**src/cache_ctrl_pkg.sv**
```systemverilog
package cache_ctrl_pkg;

    // ----------------------------------------------------------
    // Encodings
    // ----------------------------------------------------------
    typedef enum logic {
        OP_LOOKUP = 1'b0,
        OP_DELETE = 1'b1
    } op_t;

    typedef enum logic [2:0] {
        ST_IDLE      = 3'd0,
        ST_LOOKUP    = 3'd1,
        ST_DECIDE    = 3'd2,
        ST_DEL_READ  = 3'd3,
        ST_DEL_CHECK = 3'd4,
        ST_ACK       = 3'd5
    } fsm_state_t;

    // ----------------------------------------------------------
    // Statistics
    // ----------------------------------------------------------
    localparam int CNT_WID = 16;

    // One-hot, one pulse per lookup
    typedef struct packed {
        logic tracked_existing;
        logic tracked_new;
        logic not_tracked;
    } cnt_evt_t;

    typedef struct packed {
        logic [CNT_WID-1:0] req;
        logic [CNT_WID-1:0] tracked_existing;
        logic [CNT_WID-1:0] tracked_new;
        logic [CNT_WID-1:0] not_tracked;
    } cache_stats_t;

endpackage : cache_ctrl_pkg

```
**src/cache_types_pkg.sv**
```systemverilog
package cache_types_pkg;

    // ----------------------------------------------------------
    // Sizes
    // ----------------------------------------------------------
    localparam int KEY_WID       = 16;
    localparam int ID_WID        = 3;
    localparam int NUM_IDS       = 8;
    localparam int TABLE_IDX_WID = 4;
    localparam int TABLE_DEPTH   = 16;

    typedef logic [KEY_WID-1:0] key_t;
    typedef logic [ID_WID-1:0]  id_t;

    // ----------------------------------------------------------
    // Request and response payloads
    // ----------------------------------------------------------
    // Op bit decodes as cache_ctrl_pkg::op_t
    typedef struct packed {
        logic op;
        key_t key;
        id_t  id;
    } cache_cmd_t;

    typedef struct packed {
        logic valid;
        logic is_new;
        logic error;
        id_t  id;
        key_t key;
    } cache_rsp_t;

endpackage : cache_types_pkg

```
**src/cache_fsm.sv**
```systemverilog
`timescale 1ns/1ps

module cache_fsm (
    input  logic                        clk,
    input  logic                        htable_srst,
    input  logic                        i_req,
    input  cache_types_pkg::cache_cmd_t i_cmd,
    output logic                        o_ack,
    output cache_types_pkg::cache_rsp_t o_rsp,
    // Key table
    output cache_types_pkg::key_t       o_tbl_key,
    input  logic                        i_tbl_hit,
    input  logic                        i_tbl_slot_free,
    input  cache_types_pkg::id_t        i_tbl_id,
    output logic                        o_tbl_wr_en,
    output logic                        o_tbl_wr_valid,
    output cache_types_pkg::key_t       o_tbl_wr_key,
    output cache_types_pkg::id_t        o_tbl_wr_id,
    // ID allocator
    input  logic                        i_free_valid,
    input  cache_types_pkg::id_t        i_free_id,
    output logic                        o_alloc,
    output logic                        o_dealloc,
    output cache_types_pkg::id_t        o_dealloc_id,
    output cache_types_pkg::id_t        o_query_id,
    input  logic                        i_query_used,
    // Reverse map
    output logic                        o_rev_wr,
    output cache_types_pkg::id_t        o_rev_rd_id,
    input  cache_types_pkg::key_t       i_rev_key,
    // Statistics
    output cache_ctrl_pkg::cnt_evt_t    o_cnt_evt
);

    cache_ctrl_pkg::fsm_state_t  state;
    cache_ctrl_pkg::fsm_state_t  nxt_state;
    cache_types_pkg::cache_cmd_t cmd_q;
    cache_types_pkg::cache_rsp_t rsp_nxt;
    cache_ctrl_pkg::cnt_evt_t    evt_nxt;

    // Every lookup-side read is addressed by the latched command
    assign o_tbl_key    = cmd_q.key;
    assign o_dealloc_id = cmd_q.id;
    assign o_query_id   = cmd_q.id;
    assign o_rev_rd_id  = cmd_q.id;

    assign o_ack = (state == cache_ctrl_pkg::ST_ACK);

    // ----------------------------------------------------------
    // Next state and datapath strobes
    // ----------------------------------------------------------
    always_comb begin
        nxt_state      = state;
        rsp_nxt        = o_rsp;
        evt_nxt        = '0;
        o_tbl_wr_en    = 1'b0;
        o_tbl_wr_valid = 1'b0;
        o_tbl_wr_key   = cmd_q.key;
        o_tbl_wr_id    = i_free_id;
        o_alloc        = 1'b0;
        o_dealloc      = 1'b0;
        o_rev_wr       = 1'b0;
        case (state)
            cache_ctrl_pkg::ST_IDLE: begin
                if (i_req) begin
                    if (cache_ctrl_pkg::op_t'(i_cmd.op) == cache_ctrl_pkg::OP_DELETE) begin
                        nxt_state = cache_ctrl_pkg::ST_DEL_READ;
                    end else begin
                        nxt_state = cache_ctrl_pkg::ST_LOOKUP;
                    end
                end
            end
            // Table read in flight
            cache_ctrl_pkg::ST_LOOKUP: begin
                nxt_state = cache_ctrl_pkg::ST_DECIDE;
            end
            cache_ctrl_pkg::ST_DECIDE: begin
                nxt_state      = cache_ctrl_pkg::ST_ACK;
                rsp_nxt        = '0;
                rsp_nxt.key    = cmd_q.key;
                if (i_tbl_hit) begin
                    rsp_nxt.valid            = 1'b1;
                    rsp_nxt.id               = i_tbl_id;
                    evt_nxt.tracked_existing = 1'b1;
                end else if (i_tbl_slot_free && i_free_valid) begin
                    // Auto-insert with the lowest free ID
                    o_alloc             = 1'b1;
                    o_tbl_wr_en         = 1'b1;
                    o_tbl_wr_valid      = 1'b1;
                    o_rev_wr            = 1'b1;
                    rsp_nxt.valid       = 1'b1;
                    rsp_nxt.is_new      = 1'b1;
                    rsp_nxt.id          = i_free_id;
                    evt_nxt.tracked_new = 1'b1;
                end else begin
                    evt_nxt.not_tracked = 1'b1;
                end
            end
            // Reverse map read in flight
            cache_ctrl_pkg::ST_DEL_READ: begin
                nxt_state = cache_ctrl_pkg::ST_DEL_CHECK;
            end
            cache_ctrl_pkg::ST_DEL_CHECK: begin
                nxt_state  = cache_ctrl_pkg::ST_ACK;
                rsp_nxt    = '0;
                rsp_nxt.id = cmd_q.id;
                if (i_query_used) begin
                    // Empty the key's slot and release the ID
                    o_tbl_wr_en   = 1'b1;
                    o_tbl_wr_key  = i_rev_key;
                    o_dealloc     = 1'b1;
                    rsp_nxt.valid = 1'b1;
                    rsp_nxt.key   = i_rev_key;
                end else begin
                    rsp_nxt.error = 1'b1;
                end
            end
            cache_ctrl_pkg::ST_ACK: begin
                if (!i_req) begin
                    nxt_state = cache_ctrl_pkg::ST_IDLE;
                end
            end
            default: begin
                nxt_state = cache_ctrl_pkg::ST_IDLE;
            end
        endcase
    end

    // ----------------------------------------------------------
    // Registers
    // ----------------------------------------------------------
    always_ff @(posedge clk) begin
        if (htable_srst) begin
            state     <= cache_ctrl_pkg::ST_IDLE;
            o_cnt_evt <= '0;
        end else begin
            state     <= nxt_state;
            o_cnt_evt <= evt_nxt;
        end
    end

    // Command and response hold
    always_ff @(posedge clk) begin
        if (state == cache_ctrl_pkg::ST_IDLE && i_req) begin
            cmd_q <= i_cmd;
        end
        o_rsp <= rsp_nxt;
    end

endmodule : cache_fsm

```
**src/id_allocator.sv**
```systemverilog
`timescale 1ns/1ps

module id_allocator (
    input  logic                 clk,
    input  logic                 htable_srst,
    output logic                 o_free_valid,
    output cache_types_pkg::id_t o_free_id,
    input  logic                 i_alloc,
    input  logic                 i_dealloc,
    input  cache_types_pkg::id_t i_dealloc_id,
    input  cache_types_pkg::id_t i_query_id,
    output logic                 o_query_used
);

    logic [cache_types_pkg::NUM_IDS-1:0] used;

    // ----------------------------------------------------------
    // Lowest free ID
    // ----------------------------------------------------------
    always_comb begin
        o_free_id = '0;
        for (int i = cache_types_pkg::NUM_IDS - 1; i >= 0; i--) begin
            if (!used[i]) begin
                o_free_id = cache_types_pkg::id_t'(i);
            end
        end
    end

    assign o_free_valid = !(&used);
    assign o_query_used = used[i_query_id];

    // Used bits, one per ID
    always_ff @(posedge clk) begin
        if (htable_srst) begin
            used <= '0;
        end else begin
            if (i_alloc && o_free_valid) begin
                used[o_free_id] <= 1'b1;
            end
            if (i_dealloc) begin
                used[i_dealloc_id] <= 1'b0;
            end
        end
    end

endmodule : id_allocator

```
**src/key_table.sv**
```systemverilog
`timescale 1ns/1ps

module key_table (
    input  logic                  clk,
    input  logic                  htable_srst,
    input  cache_types_pkg::key_t i_rd_key,
    output logic                  o_hit,
    output logic                  o_slot_free,
    output cache_types_pkg::id_t  o_rd_id,
    input  logic                  i_wr_en,
    input  logic                  i_wr_valid,
    input  cache_types_pkg::key_t i_wr_key,
    input  cache_types_pkg::id_t  i_wr_id
);

    // Slot index is the XOR of all key nibbles
    function automatic logic [cache_types_pkg::TABLE_IDX_WID-1:0] fold_idx(
        input cache_types_pkg::key_t key
    );
        logic [cache_types_pkg::TABLE_IDX_WID-1:0] idx;
        idx = '0;
        for (int n = 0; n < cache_types_pkg::KEY_WID / cache_types_pkg::TABLE_IDX_WID; n++) begin
            idx ^= key[n*cache_types_pkg::TABLE_IDX_WID +: cache_types_pkg::TABLE_IDX_WID];
        end
        return idx;
    endfunction

    logic [cache_types_pkg::TABLE_DEPTH-1:0] slot_valid;
    cache_types_pkg::key_t                   key_mem [cache_types_pkg::TABLE_DEPTH];
    cache_types_pkg::id_t                    id_mem  [cache_types_pkg::TABLE_DEPTH];

    logic [cache_types_pkg::TABLE_IDX_WID-1:0] rd_idx;
    logic [cache_types_pkg::TABLE_IDX_WID-1:0] wr_idx;

    assign rd_idx = fold_idx(i_rd_key);
    assign wr_idx = fold_idx(i_wr_key);

    // ----------------------------------------------------------
    // Valid bits and registered lookup flags
    // ----------------------------------------------------------
    always_ff @(posedge clk) begin
        if (htable_srst) begin
            slot_valid  <= '0;
            o_hit       <= 1'b0;
            o_slot_free <= 1'b0;
        end else begin
            o_hit       <= slot_valid[rd_idx] && (key_mem[rd_idx] == i_rd_key);
            o_slot_free <= !slot_valid[rd_idx];
            if (i_wr_en) begin
                slot_valid[wr_idx] <= i_wr_valid;
            end
        end
    end

    // Key and ID storage
    always_ff @(posedge clk) begin
        o_rd_id <= id_mem[rd_idx];
        if (i_wr_en && i_wr_valid) begin
            key_mem[wr_idx] <= i_wr_key;
            id_mem[wr_idx]  <= i_wr_id;
        end
    end

endmodule : key_table

```
**src/reverse_map.sv**
```systemverilog
`timescale 1ns/1ps

module reverse_map (
    input  logic                  clk,
    input  logic                  i_wr,
    input  cache_types_pkg::id_t  i_wr_id,
    input  cache_types_pkg::key_t i_wr_key,
    input  cache_types_pkg::id_t  i_rd_id,
    output cache_types_pkg::key_t o_rd_key
);

    // ID-to-key storage, filled on insert
    cache_types_pkg::key_t key_mem [cache_types_pkg::NUM_IDS];

    always_ff @(posedge clk) begin
        if (i_wr) begin
            key_mem[i_wr_id] <= i_wr_key;
        end
        o_rd_key <= key_mem[i_rd_id];
    end

endmodule : reverse_map

```
**src/stat_counters.sv**
```systemverilog
`timescale 1ns/1ps

module stat_counters (
    input  logic                         clk,
    input  logic                         htable_srst,
    input  cache_ctrl_pkg::cnt_evt_t     i_evt,
    input  logic                         i_clear,
    output cache_ctrl_pkg::cache_stats_t o_stats
);

    // ----------------------------------------------------------
    // Lookup outcome counters
    // ----------------------------------------------------------
    always_ff @(posedge clk) begin
        if (htable_srst || i_clear) begin
            o_stats <= '0;
        end else begin
            // Any outcome is one request
            if (|i_evt) begin
                o_stats.req <= o_stats.req + 1'b1;
            end
            if (i_evt.tracked_existing) begin
                o_stats.tracked_existing <= o_stats.tracked_existing + 1'b1;
            end
            if (i_evt.tracked_new) begin
                o_stats.tracked_new <= o_stats.tracked_new + 1'b1;
            end
            if (i_evt.not_tracked) begin
                o_stats.not_tracked <= o_stats.not_tracked + 1'b1;
            end
        end
    end

endmodule : stat_counters

```
**src/state_cache_top.sv**
```systemverilog
`timescale 1ns/1ps

module state_cache_top (
    input  logic                         clk,
    input  logic                         htable_srst,
    input  logic                         i_req,
    input  cache_types_pkg::cache_cmd_t  i_cmd,
    output logic                         o_ack,
    output cache_types_pkg::cache_rsp_t  o_rsp,
    input  logic                         i_stats_clear,
    output cache_ctrl_pkg::cache_stats_t o_stats
);

    // Key table
    cache_types_pkg::key_t tbl_key;
    logic                  tbl_hit;
    logic                  tbl_slot_free;
    cache_types_pkg::id_t  tbl_id;
    logic                  tbl_wr_en;
    logic                  tbl_wr_valid;
    cache_types_pkg::key_t tbl_wr_key;
    cache_types_pkg::id_t  tbl_wr_id;

    // Allocator
    logic                  free_valid;
    cache_types_pkg::id_t  free_id;
    logic                  alloc;
    logic                  dealloc;
    cache_types_pkg::id_t  dealloc_id;
    cache_types_pkg::id_t  query_id;
    logic                  query_used;

    // Reverse map
    logic                  rev_wr;
    cache_types_pkg::id_t  rev_rd_id;
    cache_types_pkg::key_t rev_key;

    cache_ctrl_pkg::cnt_evt_t cnt_evt;

    // ----------------------------------------------------------
    // Control
    // ----------------------------------------------------------
    cache_fsm u_cache_fsm (
        .clk             ( clk ),
        .htable_srst     ( htable_srst ),
        .i_req           ( i_req ),
        .i_cmd           ( i_cmd ),
        .o_ack           ( o_ack ),
        .o_rsp           ( o_rsp ),
        .o_tbl_key       ( tbl_key ),
        .i_tbl_hit       ( tbl_hit ),
        .i_tbl_slot_free ( tbl_slot_free ),
        .i_tbl_id        ( tbl_id ),
        .o_tbl_wr_en     ( tbl_wr_en ),
        .o_tbl_wr_valid  ( tbl_wr_valid ),
        .o_tbl_wr_key    ( tbl_wr_key ),
        .o_tbl_wr_id     ( tbl_wr_id ),
        .i_free_valid    ( free_valid ),
        .i_free_id       ( free_id ),
        .o_alloc         ( alloc ),
        .o_dealloc       ( dealloc ),
        .o_dealloc_id    ( dealloc_id ),
        .o_query_id      ( query_id ),
        .i_query_used    ( query_used ),
        .o_rev_wr        ( rev_wr ),
        .o_rev_rd_id     ( rev_rd_id ),
        .i_rev_key       ( rev_key ),
        .o_cnt_evt       ( cnt_evt )
    );

    // ----------------------------------------------------------
    // Storage
    // ----------------------------------------------------------
    key_table u_key_table (
        .clk         ( clk ),
        .htable_srst ( htable_srst ),
        .i_rd_key    ( tbl_key ),
        .o_hit       ( tbl_hit ),
        .o_slot_free ( tbl_slot_free ),
        .o_rd_id     ( tbl_id ),
        .i_wr_en     ( tbl_wr_en ),
        .i_wr_valid  ( tbl_wr_valid ),
        .i_wr_key    ( tbl_wr_key ),
        .i_wr_id     ( tbl_wr_id )
    );

    id_allocator u_id_allocator (
        .clk          ( clk ),
        .htable_srst  ( htable_srst ),
        .o_free_valid ( free_valid ),
        .o_free_id    ( free_id ),
        .i_alloc      ( alloc ),
        .i_dealloc    ( dealloc ),
        .i_dealloc_id ( dealloc_id ),
        .i_query_id   ( query_id ),
        .o_query_used ( query_used )
    );

    // Insert writes share the table's write key and ID
    reverse_map u_reverse_map (
        .clk      ( clk ),
        .i_wr     ( rev_wr ),
        .i_wr_id  ( tbl_wr_id ),
        .i_wr_key ( tbl_wr_key ),
        .i_rd_id  ( rev_rd_id ),
        .o_rd_key ( rev_key )
    );

    stat_counters u_stat_counters (
        .clk         ( clk ),
        .htable_srst ( htable_srst ),
        .i_evt       ( cnt_evt ),
        .i_clear     ( i_stats_clear ),
        .o_stats     ( o_stats )
    );

endmodule : state_cache_top

```
**config.mk**
```make
export PLATFORM = sky130hd
export DESIGN_NAME = state_cache_top
export DESIGN_NICKNAME = d
export VERILOG_FILES = /design/src/cache_ctrl_pkg.sv /design/src/cache_types_pkg.sv /design/src/cache_fsm.sv /design/src/id_allocator.sv /design/src/key_table.sv /design/src/reverse_map.sv /design/src/stat_counters.sv /design/src/state_cache_top.sv
export SDC_FILE = /design/constraint.sdc
export NUM_CORES = 1
export LEC_CHECK = 0
export BUFFER_PORTS_ARGS = -buffer_cell sky130_fd_sc_hd__buf_2
export CAP_MARGIN = 20
export CELL_PAD_IN_SITES_DETAIL_PLACEMENT = 0
export CELL_PAD_IN_SITES_GLOBAL_PLACEMENT = 1
export CORE_AREA = 2 2 225 227
export CTS_CLUSTER_SIZE = 28
export DETAILED_ROUTE_END_ITERATION = 12
export DIE_AREA = 0 0 227 229
export PLACE_DENSITY_LB_ADDON = 0.1
export SYNTH_ARGS = -nofsm -noshare
export SYNTH_HDL_FRONTEND = slang
export SYNTH_SLANG_ARGS = --single-unit
```
**constraint.sdc**
```tcl
create_clock -name clk -period 3.81 [get_ports clk]
set_input_delay 0.1905 -clock clk [delete_from_list [all_inputs] [get_ports clk]]
set_output_delay 0.1905 -clock clk [all_outputs]
set_load 0.005 [all_outputs]
```
[After elaboration in Yosys (flattened, before gate mapping)]
Memory sizes are Yosys's and may differ from the RTL's. A register that Yosys moved wholly into a read port is not among the register bits.
Index checks and enable logic that the tools add are counted.
Word-level totals
  bits in writable memories: 432
  register bits: 137
  memories kept: 3
  logic and storage cells: 118
  input port bits: 24
  output and inout port bits: 87
Cells by class
  add/sub/neg operators: 4
  magnitude comparators: 7
  bitwise gates (word level): 10
  reductions and logical operators: 19
  multiplexer cells: 48
  equality and inequality tests: 8
Memories
  u_key_table.key_mem: words 16, width 16, rd ports 1, clocked after Yosys merged registers in 0, write ports 1, line key_table.sv:29  | cache_types_pkg::key_t key_mem [cache_types_pkg::TABLE_DEPTH];
  u_reverse_map.key_mem: words 8, width 16, rd ports 1, clocked after Yosys merged registers in 1, write ports 1, line reverse_map.sv:13  | cache_types_pkg::key_t key_mem [cache_types_pkg::NUM_IDS];
  u_key_table.id_mem: words 16, width 3, rd ports 1, clocked after Yosys merged registers in 1, write ports 1, line key_table.sv:30  | cache_types_pkg::id_t id_mem [cache_types_pkg::TABLE_DEPTH];
Operators by type and width (count)
  adder 16 x 1 -> 16 bit, second input constant: 4
  2-to-1 mux 16 bit: 3
  case mux 22 bit (2 select lines): 1
  2-to-1 mux 3 bit: 12
  2-to-1 mux 8 bit: 3
  XOR 4 bit: 6
  2-to-1 mux 1 bit: 19
  bitwise mux 16 bit: 1
  equality test 16 bit: 1
  case mux 3 bit (5 select lines): 1
  < comparator 4 x 5 -> 1 bit, second input constant: 2
  bitwise AND 8 bit: 1
  logical AND 1 bit: 8
  < comparator 3 x 4 -> 1 bit, second input constant: 2
  NOT 8 bit: 1
  bitwise OR 8 bit: 1
  AND reduction 8 bit: 1
  demux 1 bit (select 3 bit): 2
  equality test 3 x 2 -> 1 bit, second input constant: 2
  equality test 3 bit, second input constant: 2
  >= comparator 3 x 1 -> 1 bit, second input constant: 2
  OR reduction 3 bit: 2
  binary-select mux 1 bit (select 4 bit): 1
  demux 1 bit (select 4 bit): 1
  13 further kinds: 17

[Depth between registers and ports, before layout]
Gate-level depths: netlist (run 1).
  depth in word-level cells: 17
  mapped depth: 13
  gate-level depth less buffers: 9

[Modules after synthesis]
From an unflattened synthesis (run 1), not the netlist that was laid out.
Second synthesis, totals
  cells, all modules: 1400
  area, all modules: 23789.1 µm²
Modules (own cells, without submodules)
  key_table: times used 1, sequential area each 9549.2 µm², area each 13041.3 µm², cells each 671
  reverse_map: times used 1, sequential area each 4164.0 µm², area each 5293.8 µm², cells each 214
  stat_counters: times used 1, sequential area each 1281.2 µm², area each 2836.5 µm², cells each 325
  cache_fsm: times used 1, sequential area each 1351.3 µm², area each 2077.0 µm², cells each 134
  id_allocator: times used 1, sequential area each 160.2 µm², area each 540.5 µm², cells each 56

[Worst setup path before layout (run 1)]
OpenSTA, ideal clock, no wires.
  path type: flip-flop to flip-flop
  start: register u_cache_fsm.cmd_q (netlist bit u_cache_fsm.o_dealloc_id[0])
  end: memory u_key_table.id_mem[12][0] (netlist bit) (enable)
  data required time: 3.415 ns
  path slack: 0.223 ns
  path buffers: 3
  library setup time: 0.395 ns
  stages on the path, launching flop included: 11
  arrival: 3.192 ns
  clock period less this slack: 3.587 ns
  cell sequence: edfxtp_1 -> buf_2 -> mux4_2 -> mux2_2 -> and2_0 -> clkbuf_1 -> a21oi_1 -> nand2b_1 -> clkbuf_1 -> or2_1 -> nor2_1
Between the ends
  cells in the longest elaborated chain, start to end: 7
  elaborated cells between the ends (all ways): 12
  those cells by class: 8 x mux; 3 x bitwise; 1 x reduce/logical
Ends and longest elaborated chain
  start: declaration: line cache_fsm.sv:37  | cache_types_pkg::cache_cmd_t cmd_q;
  start signal: assignment: line cache_fsm.sv:145  | cmd_q <= i_cmd;
  binary-select mux 1 bit (select 3 bit) *: line id_allocator.sv:30  | assign o_query_used = used[i_query_id];
  2-to-1 mux 1 bit (implied by the code) *: line id_allocator.sv:30
  2-to-1 mux 1 bit or 2-to-1 mux 16 bit (tied branches): line cache_fsm.sv:107  | if (i_query_used) begin
  case mux 1 bit (2 select lines) or 2-to-1 mux 16 bit (tied branches): line cache_fsm.sv:63  | case (state)
  logical AND 1 bit or XOR 4 bit (tied branches): line key_table.sv:58, key_table.sv:23
  2-to-1 mux 1 bit or XOR 4 bit (tied branches): line key_table.sv:58, key_table.sv:23
  2-to-1 mux 1 bit (implied by the code) or XOR 4 bit (tied branches): line key_table.sv:60, key_table.sv:23
  end: declaration: line key_table.sv:30
Mark *: on every way between the ends. The rest lies on a longest branch, timed or not. The select of a mux whose other input is x is not followed.

[Worst setup path in the final report (run 1)]
  start: register u_cache_fsm.cmd_q (netlist bit u_cache_fsm.o_tbl_key[14])
  end: register u_key_table.o_hit
Between the ends
  cells in the longest elaborated chain, start to end: 4
  elaborated cells between the ends (all ways): 6
  those cells by class: 1 x eq/ne; 2 x mux; 1 x bitwise; 1 x reduce/logical; 1 x memory
Ends and longest elaborated chain
  XOR 4 bit: line key_table.sv:23  | idx ^= key[n*cache_types_pkg::TABLE_IDX_WID +: cache_types_pkg::TABLE_IDX_WID];
  memory read (16 x 16 bit) or binary-select mux 1 bit (select 4 bit) (tied branches)
  equality test 16 bit or 2-to-1 mux 1 bit (tied branches): line key_table.sv:47  | o_hit <= slot_valid[rd_idx] && (key_mem[rd_idx] == i_rd_key);
  logical AND 1 bit *: line key_table.sv:47
  end signal: assignment: line key_table.sv:47
  end: declaration: line key_table.sv:7  | output logic o_hit,
Marked as above.
A chain may end at the register's enable or synchronous reset.

==> results of run 1 <==
-- stage by stage --
stage | area [sq um] | setup slack (ns) | cells
6_report | 27400 | 0.321 | 2350
5_1_grt | 27400 | 0.0175 | 2350
4_1_cts | 27400 | 0.269 | 2349
3_5_place_dp | 25100 | 0.276 | 2215
3_3_place_gp | 25100 | 0.330 | 2214
2_1_floorplan | 23100 | 0.223 | 1427
-- worst max-delay path: stages, from the launching register on --
cell	delay, ns
sky130_fd_sc_hd__edfxtp_1	0.49
sky130_fd_sc_hd__xor2_4	0.22
sky130_fd_sc_hd__xnor2_4	0.67
sky130_fd_sc_hd__buf_4	0.29
sky130_fd_sc_hd__mux4_2	0.51
sky130_fd_sc_hd__a22o_1	0.25
sky130_fd_sc_hd__a221oi_2	0.24
sky130_fd_sc_hd__xor2_1	0.21
sky130_fd_sc_hd__o2111ai_1	0.16
sky130_fd_sc_hd__a2111oi_2	0.35
-- area by class of cell --
| type | count | area share (%) |
|---|---|---|
| Timing Repair Buffer | 213 | 5.91 |
| Multi-Input combinational cell | 753 | 23.2 |
| Clock inverter | 31 | 1.52 |
| Inverter | 12 | 0.164 |
| Clock buffer | 81 | 5.88 |
| Tap cell | 672 | 3.07 |
| Sequential cell | 588 | 60.3 |
-- registers in the layout, summed over array words and instances (netlist names) --
| register | flops |
|---|---|
| u_cache_fsm.o_cnt_evt | 3 |
| u_cache_fsm.o_dealloc_id | 3 |
| u_cache_fsm.o_rsp | 22 |
| u_cache_fsm.o_tbl_key | 16 |
| u_cache_fsm.state | 3 |
| u_id_allocator.used | 8 |
| u_key_table.id_mem | 48 |
| u_key_table.key_mem | 256 |
| u_key_table.o_hit | 1 |
| u_key_table.o_rd_id | 3 |
| u_key_table.o_slot_free | 1 |
| u_key_table.slot_valid | 16 |
| u_reverse_map.key_mem | 128 |
| u_reverse_map.o_rd_key | 16 |
| u_stat_counters.o_stats | 64 |
-- synthesized netlist by cell type (all sizes together), types with 2 or more instances --
library cell / instances
a32oi: 3
o31ai: 17
a221oi: 7
a21oi: 17
nand2b: 11
or2: 4
mux2: 16
and2: 5
o22ai: 3
and4: 3
o21ai: 42
nor2: 113
nor2b: 22
nand3: 30
dfxtp: 115
or3: 7
a22o: 17
xor2: 56
buf: 31
a211oi: 11
a22oi: 66
mux2i: 20
a31oi: 2
or4: 2
nor3: 8
xnor2: 44
mux4: 82
nand2: 76
nor3b: 4
nor4: 4
inv: 12
edfxtp: 473
ha: 4
and3: 13
nand4: 31
clkbuf: 43
o2111ai: 2
a2111oi: 2
o21a: 2
-- how the worst max path moves through the flow --
stage	start	slack, ns	endpoint	cells after the start
after floorplan	u_cache_fsm.o_dealloc_id[0]	0.22	u_key_table.id_mem[12][0]	10
after global placement	u_cache_fsm.o_tbl_key[10]	0.33	u_key_table.o_hit	10
after detailed placement	u_cache_fsm.o_tbl_key[10]	0.28	u_key_table.o_hit	10
after CTS	u_cache_fsm.o_tbl_key[10]	0.27	u_key_table.o_hit	10
after global routing	u_cache_fsm.o_tbl_key[10]	0.02	u_key_table.o_hit	9
final	u_cache_fsm.o_tbl_key[14]	0.32	u_key_table.o_hit	9
-- kinds of logic (layout without fill, tap and decap cells) --
group,count (synthesis),after routing,share of synthesized area (%)
flops,588,588,71.5
buf+inv,86,337,1.67
compound gates,196,196,5.99
mux,118,118,9.65
fa+ha+maj,4,4,0.217
xor+xnor,100,100,4.05
simple gates,335,335,6.94
-- power groups by stage --
stage          Combinational, mW  Sequential, mW  Clock, mW
2_1_floorplan               1.56            7.27          0
3_3_place_gp                2.31            7.32          0
3_5_place_dp                2.34            7.32          0
4_1_cts                     2.36            7.19       6.12
5_1_grt                     2.51            7.19       6.36
6_report                    2.34            7.18       6.00
-- routing by layer --
layer / vias up / wire length, um
li1: 5942 / -
met1: 6679 / 24600
met2: 401 / 28200
met3: 81 / 3480
met4: 0 / 1160
met5: - / 0
-- timing repair --
item,in CTS,in global routing
hold buffers,22,0
endpoints found under the hold margin,22,0
setup buffers,0,0
endpoints found under the setup margin,0,0
==> summary.txt, run 1 <==
Outcome
  • Status: completed

Clock tree
  • Clock root buffer: sky130_fd_sc_hd__clkbuf_16
  • TritonCTS Buffers: 60
  • # resized after CTS: 0
  • CTS max path bufs: 3
  • Count of clock tree sinks: slightly below 600
  • Clock latency reported for the late side of the worst-skew pair: 0.66 ns
  • Clock-pin slew on the worst setup and hold paths: ~0.060 ns
  • H-tree depth: 2
  • Clock tree from TritonCTS: built

Worst setup path
  • Path type of the worst setup path: reg -> reg
  • R2R Setup Slk: ~0.32 ns
  • R2R Path Start: u_cache_fsm.o_tbl_key[14]
  • Worst reg-to-reg path cell count: 9
  • CP Launch Type: flop
  • Worst-path maximum fanout: 17
  • Nature of the critical path endpoint: flop
  • Crit Reg-Reg Endpoint: u_key_table.o_hit
  • Critical Path AT: 4.03 ns
  • Required @ worst endpoint: between 4 and 5 ns

Finish
  • Core occupancy in the finished layout: between 50% and 60%
  • Combined area of the multi-input logic cells: 0.00635 sq mm
  • Most used cells in the layout excluding fill and tap cells: 473 x sky130_fd_sc_hd__edfxtp_1, 115 x sky130_fd_sc_hd__dfxtp_1, 110 x sky130_fd_sc_hd__buf_2
  • Sequential standard cell area: approximately 0.017 sq mm
  • Filler cells: about 4.1k
  • Antenna cells: 0
  • Share of post-route cells with drive strength above 1: between 20% and 30%
  • Relative area change from synthesis to final layout: 18.6%
  • Net count, final: around 1.7k
  • Most common cell after layout, fill and taps aside: sky130_fd_sc_hd__edfxtp_1

Timing
  • Final setup viols: 0
  • Final hold slack: 0.143 ns
  • Unrepaired setup endpoints after global routing: false
  • Period utilization: between 90 and 100%
  • Max Fclk: roughly 290 MHz
  • Final max-slew violation count: 0
  • Sum Neg Setup Slack: 0 ns
  • Count of endpoints failing hold in the final timing report: 0
  • Worst slew margin: between 20% and 30%
  • Post-route minimum period: approximately 3.5 ns
  • Layout Skew: 0.0624 ns
  • Slew at the pin with the worst max-slew slack: between 1 and 1.5 ns

GRT
  • Global-route wire length before repair: between 80000 and 90000 um
  • Vias in the first global route: ~13k
  • Aggregate global routing overflow: 0
  • Initial antenna violation count: 0
  • Gr usage total: 22.4%
  • Met2 track demand over resource: roughly 37%
  • Most congested layer reported by global routing: met2
  • Pin count of the biggest net entering global routing: 34
  • Global-route met3 utilization: slightly below 4%
  • Met1 Usage GRT: 31.2%

Die
  • Placeable core area: between 0.04 and 0.05 sq mm
  • Count of standard-cell rows: slightly above 80
  • I/O pins: about 110
  • Die footprint: about 0.052 sq mm
  • Die span in y: roughly 230 um
  • Effective utilization at floorplan: 46.5%
  • Die Span X: 227 um

Synth
  • Synth area leaders: sky130_fd_sc_hd__edfxtp_1 62%, sky130_fd_sc_hd__dfxtp_1 10%, sky130_fd_sc_hd__mux4_2 8.0%
  • Share of the synthesized area in the top cell type: about three fifths
  • Synthesized instance count: 1427
  • Synthesized flop and latch total: between 500 and 600
  • Unique masters post-synth: 59
  • Most common flop cell mapped by yosys: sky130_fd_sc_hd__edfxtp_1
  • Sequential cell area fraction in the yosys report: 71.5%
  • Cell taking the most area after synthesis: sky130_fd_sc_hd__edfxtp_1
  • Number of warnings printed during yosys synthesis: 0
  • Nets in the synthesized netlist: 1455
  • Mapped Area: around 0.023 sq mm
  • Count of flip-flops with a built-in enable after synthesis: 473
  • Asr flop ratio synth: 0%
  • Mapped Avg Cell Area: 16.2 sq um

Power
  • Internal Pwr Total: about 12 mW
  • Cell Pwr Density: 567 mW/mm^2
  • LEAKAGE: approximately 9.2 nW
  • Maximum vdd ir drop: roughly 430 uV
  • Switch Pwr: 3.88 mW
  • Sequential share of power: between 40% and 50%
  • Clk pwr share: 38.7%
  • Portion of total power attributed to combinational logic: between 10% and 20%
  • Sum of internal, switching and leakage power: roughly 16 mW
  • Switching Fraction: 25.0%

Detailed routing
  • Average wire length per cell after detail routing: approximately 24 um
  • Total number of vias: ~13k
  • Starting DRT DRC Count: 1051
  • Wire length reported by the detailed router: around 58000 um
  • Count of nets left with antenna violations after detail routing: 0
  • Routed vias/inst: 5.58
  • Pre-Repair DR Iteration Count: 5
  • DRC violations left: 0

Min path
  • Worst Hold Path EP: u_key_table.o_slot_free
  • Hold Path Stages: 2
  • Source of the worst hold timing path: htable_srst
  • HP Class: in -> reg

Placed design
  • Weighted congestion at the end of routability-driven global placement: ~0.80
  • DP Wirelength: between 30000 and 40000 um
  • Number of I/O port buffers: 110

Run
  • Total of max-cap violations: 0
Note: power is estimated with default switching activity, not from simulation.
==> inputs of run 2 (changes only) <==
--- a/config.mk
+++ b/config.mk
@@ -5,14 +5,14 @@
 export SDC_FILE = /design/constraint.sdc
 export NUM_CORES = 1
 export LEC_CHECK = 0
-export BUFFER_PORTS_ARGS = -buffer_cell sky130_fd_sc_hd__buf_2
 export CAP_MARGIN = 20
 export CELL_PAD_IN_SITES_DETAIL_PLACEMENT = 0
 export CELL_PAD_IN_SITES_GLOBAL_PLACEMENT = 1
-export CORE_AREA = 2 2 225 227
+export CORE_AREA = 2 2 221 223
 export CTS_CLUSTER_SIZE = 28
 export DETAILED_ROUTE_END_ITERATION = 12
-export DIE_AREA = 0 0 227 229
+export DIE_AREA = 0 0 223 225
+export DONT_BUFFER_PORTS = 1
 export PLACE_DENSITY_LB_ADDON = 0.1
 export SYNTH_ARGS = -nofsm -noshare
 export SYNTH_HDL_FRONTEND = slang
==> run 2 against run 1 <==
Effect of this change: clock-buffer cell count shrank 7; via count shrank 2.7%; die area shrank 3.5%; utilization grew 0.77 points; combinational power is essentially flat; setup slack gained 0.068 ns; non-clock buffer count shrank 110; clock power shrank 4.5%; final cell count shrank 7.2%; sequential power is essentially flat; critical path depth shrank 1.
==> summary.txt, run 2 (synthesis gave the netlist of run 1 again) <==
GRT
  • Aggregate global routing overflow: 0 (unchanged)
  • Global-route wire length before repair: 82800 um (was 84200 um)
  • Initial antenna violation count: 0 (unchanged)
  • Gr usage total: 22.5% (was 22.4%)
  • Vias in the first global route: 12.6k (was 12.9k)
  • Pin count of the biggest net entering global routing: 65 (was 34)

Placed design
  • Number of I/O port buffers: 0 (was 110)
  • Worst setup timing slack at the placement stage: 0.337 ns (was 0.276 ns)
  • DP Cell Count: 2045 (was 2215)
  • Placed standard-cell area: 0.0244 sq mm (was 0.0251 sq mm)
  • DP Wirelength: 35100 um (was 35400 um)
  • Weighted congestion at the end of routability-driven global placement: 0.805 (was 0.800)

Finish
  • Antenna cells: 0 (unchanged)
  • Relative area change from synthesis to final layout: 15.1% (was 18.6%)
  • Area of all placed cells without fillers: 0.0266 sq mm (was 0.0274 sq mm)
  • Max FFs per register: 256 (unchanged)
  • Filler-free cell count of the finished design: 2180 (was 2350)
  • Largest registers: u_key_table.key_mem: 256 flops, u_reverse_map.key_mem: 128 flops, u_stat_counters.o_stats: 64 flops (unchanged)
  • Largest register by flop count: u_key_table.key_mem (unchanged)
  • Most used cells in the layout excluding fill and tap cells: 473 x sky130_fd_sc_hd__edfxtp_1, 115 x sky130_fd_sc_hd__dfxtp_1, 91 x sky130_fd_sc_hd__nor2_1 (was 473 x sky130_fd_sc_hd__edfxtp_1, 115 x sky130_fd_sc_hd__dfxtp_1, 110 x sky130_fd_sc_hd__buf_2)
  • Most common cell after layout, fill and taps aside: sky130_fd_sc_hd__edfxtp_1 (unchanged)
  • Net count, final: 1545 (was 1656)
  • Core occupancy in the finished layout: 55.9% (was 55.1%)
  • Share of post-route cells with drive strength above 1: 19.7% (was 25.2%)
  • Filler cells: 3785 (was 4053)
  • Sequential standard cell area: 0.0165 sq mm (unchanged)
  • Combined area of the multi-input logic cells: 0.00634 sq mm (was 0.00635 sq mm)

Power
  • LEAKAGE: 8.63 nW (was 9.25 nW)
  • Sum of internal, switching and leakage power: 15.2 mW (was 15.5 mW)
  • Maximum vdd ir drop: 412 uV (was 429 uV)
  • Cell Pwr Density: 573 mW/mm^2 (was 567 mW/mm^2)

Detailed routing
  • Wire length reported by the detailed router: 55800 um (was 57500 um)
  • Total number of vias: 12.7k (was 13.1k)
  • Starting DRT DRC Count: 1087 (was 1051)
  • Average wire length per cell after detail routing: 25.6 um (was 24.5 um)
  • Routed vias/inst: 5.85 (was 5.58)
  • Pre-Repair DR Iteration Count: 5 (unchanged)
  • Count of nets left with antenna violations after detail routing: 0 (unchanged)
  • DRC violations left: 0 (unchanged)

Timing
  • Final worst-path setup slack: 0.389 ns (was 0.321 ns)
  • Layout Skew: 0.0196 ns (was 0.0624 ns)
  • Slew at the pin with the worst max-slew slack: 1.15 ns (was 1.13 ns)
  • Sum Neg Setup Slack: 0 ns (unchanged)
  • Final max-slew violation count: 0 (unchanged)
  • Period utilization: 89.8% (was 91.6%)
  • Worst slew margin: 22.8% (was 24.6%)
  • Post-route minimum period: 3.42 ns (was 3.49 ns)
  • Count of endpoints failing hold in the final timing report: 0 (unchanged)
  • Max Fclk: 292 MHz (was 287 MHz)
  • Unrepaired setup endpoints after global routing: false (unchanged)
  • Final setup viols: 0 (unchanged)
  • Final hold slack: 0.181 ns (was 0.143 ns)

Worst setup path
  • Path type of the worst setup path: reg -> reg (unchanged)
  • R2R Setup Slk: 0.39 ns (was 0.32 ns)
  • Worst reg-to-reg path cell count: 8 (was 9)
  • Crit Reg-Reg Endpoint: u_key_table.o_hit (unchanged)
  • R2R Path Start: u_cache_fsm.o_tbl_key[6] (was u_cache_fsm.o_tbl_key[14])
  • Nature of the critical path endpoint: flop (unchanged)
  • CP Launch Type: flop (unchanged)
  • Required @ worst endpoint: 4.33 ns (was 4.35 ns)
  • Critical Path AT: 3.94 ns (was 4.03 ns)
  • Worst-path maximum fanout: 17 (unchanged)

Clock tree
  • Clock root buffer: sky130_fd_sc_hd__clkbuf_16 (unchanged)
  • Clock latency reported for the late side of the worst-skew pair: 0.63 ns (was 0.66 ns)
  • TritonCTS Buffers: 59 (was 60)
  • Clock tree from TritonCTS: built (unchanged)
  • CTS max path bufs: 3 (unchanged)
  • Clock-pin slew on the worst setup and hold paths: 0.06 ns (about the same)
  • Count of clock tree sinks: 588 (unchanged)
  • # resized after CTS: 0 (unchanged)
  • H-tree depth: 2 (unchanged)

Run
  • Total of max-cap violations: 0 (unchanged)

Min path
  • Hold Path Stages: 1 (was 2)
  • Worst Hold Path EP: u_cache_fsm.o_tbl_key[12] (was u_key_table.o_slot_free)
  • Source of the worst hold timing path: i_cmd[15] (was htable_srst)
  • HP Class: in -> reg (unchanged)

Die
  • I/O pins: 111 (unchanged)
  • Die footprint: 0.0502 sq mm (was 0.0520 sq mm)
  • Die span in y: 225 um (was 229 um)
  • Count of standard-cell rows: 80 (was 82)
  • Die Span X: 223 um (was 227 um)
  • Placeable core area: 0.0475 sq mm (was 0.0497 sq mm)
  • Effective utilization at floorplan: 48.6% (was 46.5%)

Outcome
  • Status: completed (unchanged)
-- run 2: where the power goes --
| part | internal, mW | total, mW | switching (mW) |
|---|---|---|---|
| clock | 3.30 | 5.73 | 2.43 |
| combinational | 0.999 | 2.32 | 1.32 |
| sequential | 7.09 | 7.19 | 0.101 |
| total | 11.4 | 15.2 | 3.85 |
-- run 2: layer usage --
layer | vias to the layer above | GRT usage [%] | share of wire (%)
met5 | - | 0 | 0
met2 | 387 | 37.6 | 50
met3 | 71 | 4.15 | 5.9
li1 | 5725 | - | -
met4 | 0 | 6.30 | 2.1
met1 | 6563 | 30.4 | 42
-- run 2: critical path, cell delays in order (launching register included) --
cell and delay (ns):
sky130_fd_sc_hd__edfxtp_1 0.59, sky130_fd_sc_hd__xnor2_2 0.27, sky130_fd_sc_hd__xnor2_4 0.39, sky130_fd_sc_hd__buf_12 0.26, sky130_fd_sc_hd__mux4_2 0.55, sky130_fd_sc_hd__a221oi_2 0.42, sky130_fd_sc_hd__xor2_1 0.38, sky130_fd_sc_hd__nand4_1 0.16
sky130_fd_sc_hd__a2111oi_2 0.28
-- run 2: worst max-delay path by stage --
stage	startpoint	endpoint	slack (ns)	cells past startpoint
2_1_floorplan	u_cache_fsm.o_dealloc_id[0]	u_key_table.id_mem[12][0]	0.22	10
3_3_place_gp	u_cache_fsm.o_tbl_key[3]	u_key_table.o_hit	0.16	8
3_5_place_dp	u_cache_fsm.o_tbl_key[6]	u_key_table.o_hit	0.34	8
4_1_cts	u_cache_fsm.o_tbl_key[6]	u_key_table.o_hit	0.30	8
5_1_grt	u_cache_fsm.o_tbl_key[6]	u_key_table.o_hit	0.16	11
6_report	u_cache_fsm.o_tbl_key[6]	u_key_table.o_hit	0.39	8
-- run 2: area by class of cell --
class	instances	share of cell area (%)
flip-flops and latches	588	62.1
multi-input cells	753	23.9
clock buffers	74	5.84
repair buffers	103	3.80
well taps	615	2.89
clock inverters	35	1.36
inverters	12	0.169
-- run 2: timing repair --
item                                   CTS  global route
endpoints found under the hold margin   50             0
hold buffers                            25             0
buffers inserted                         0             0
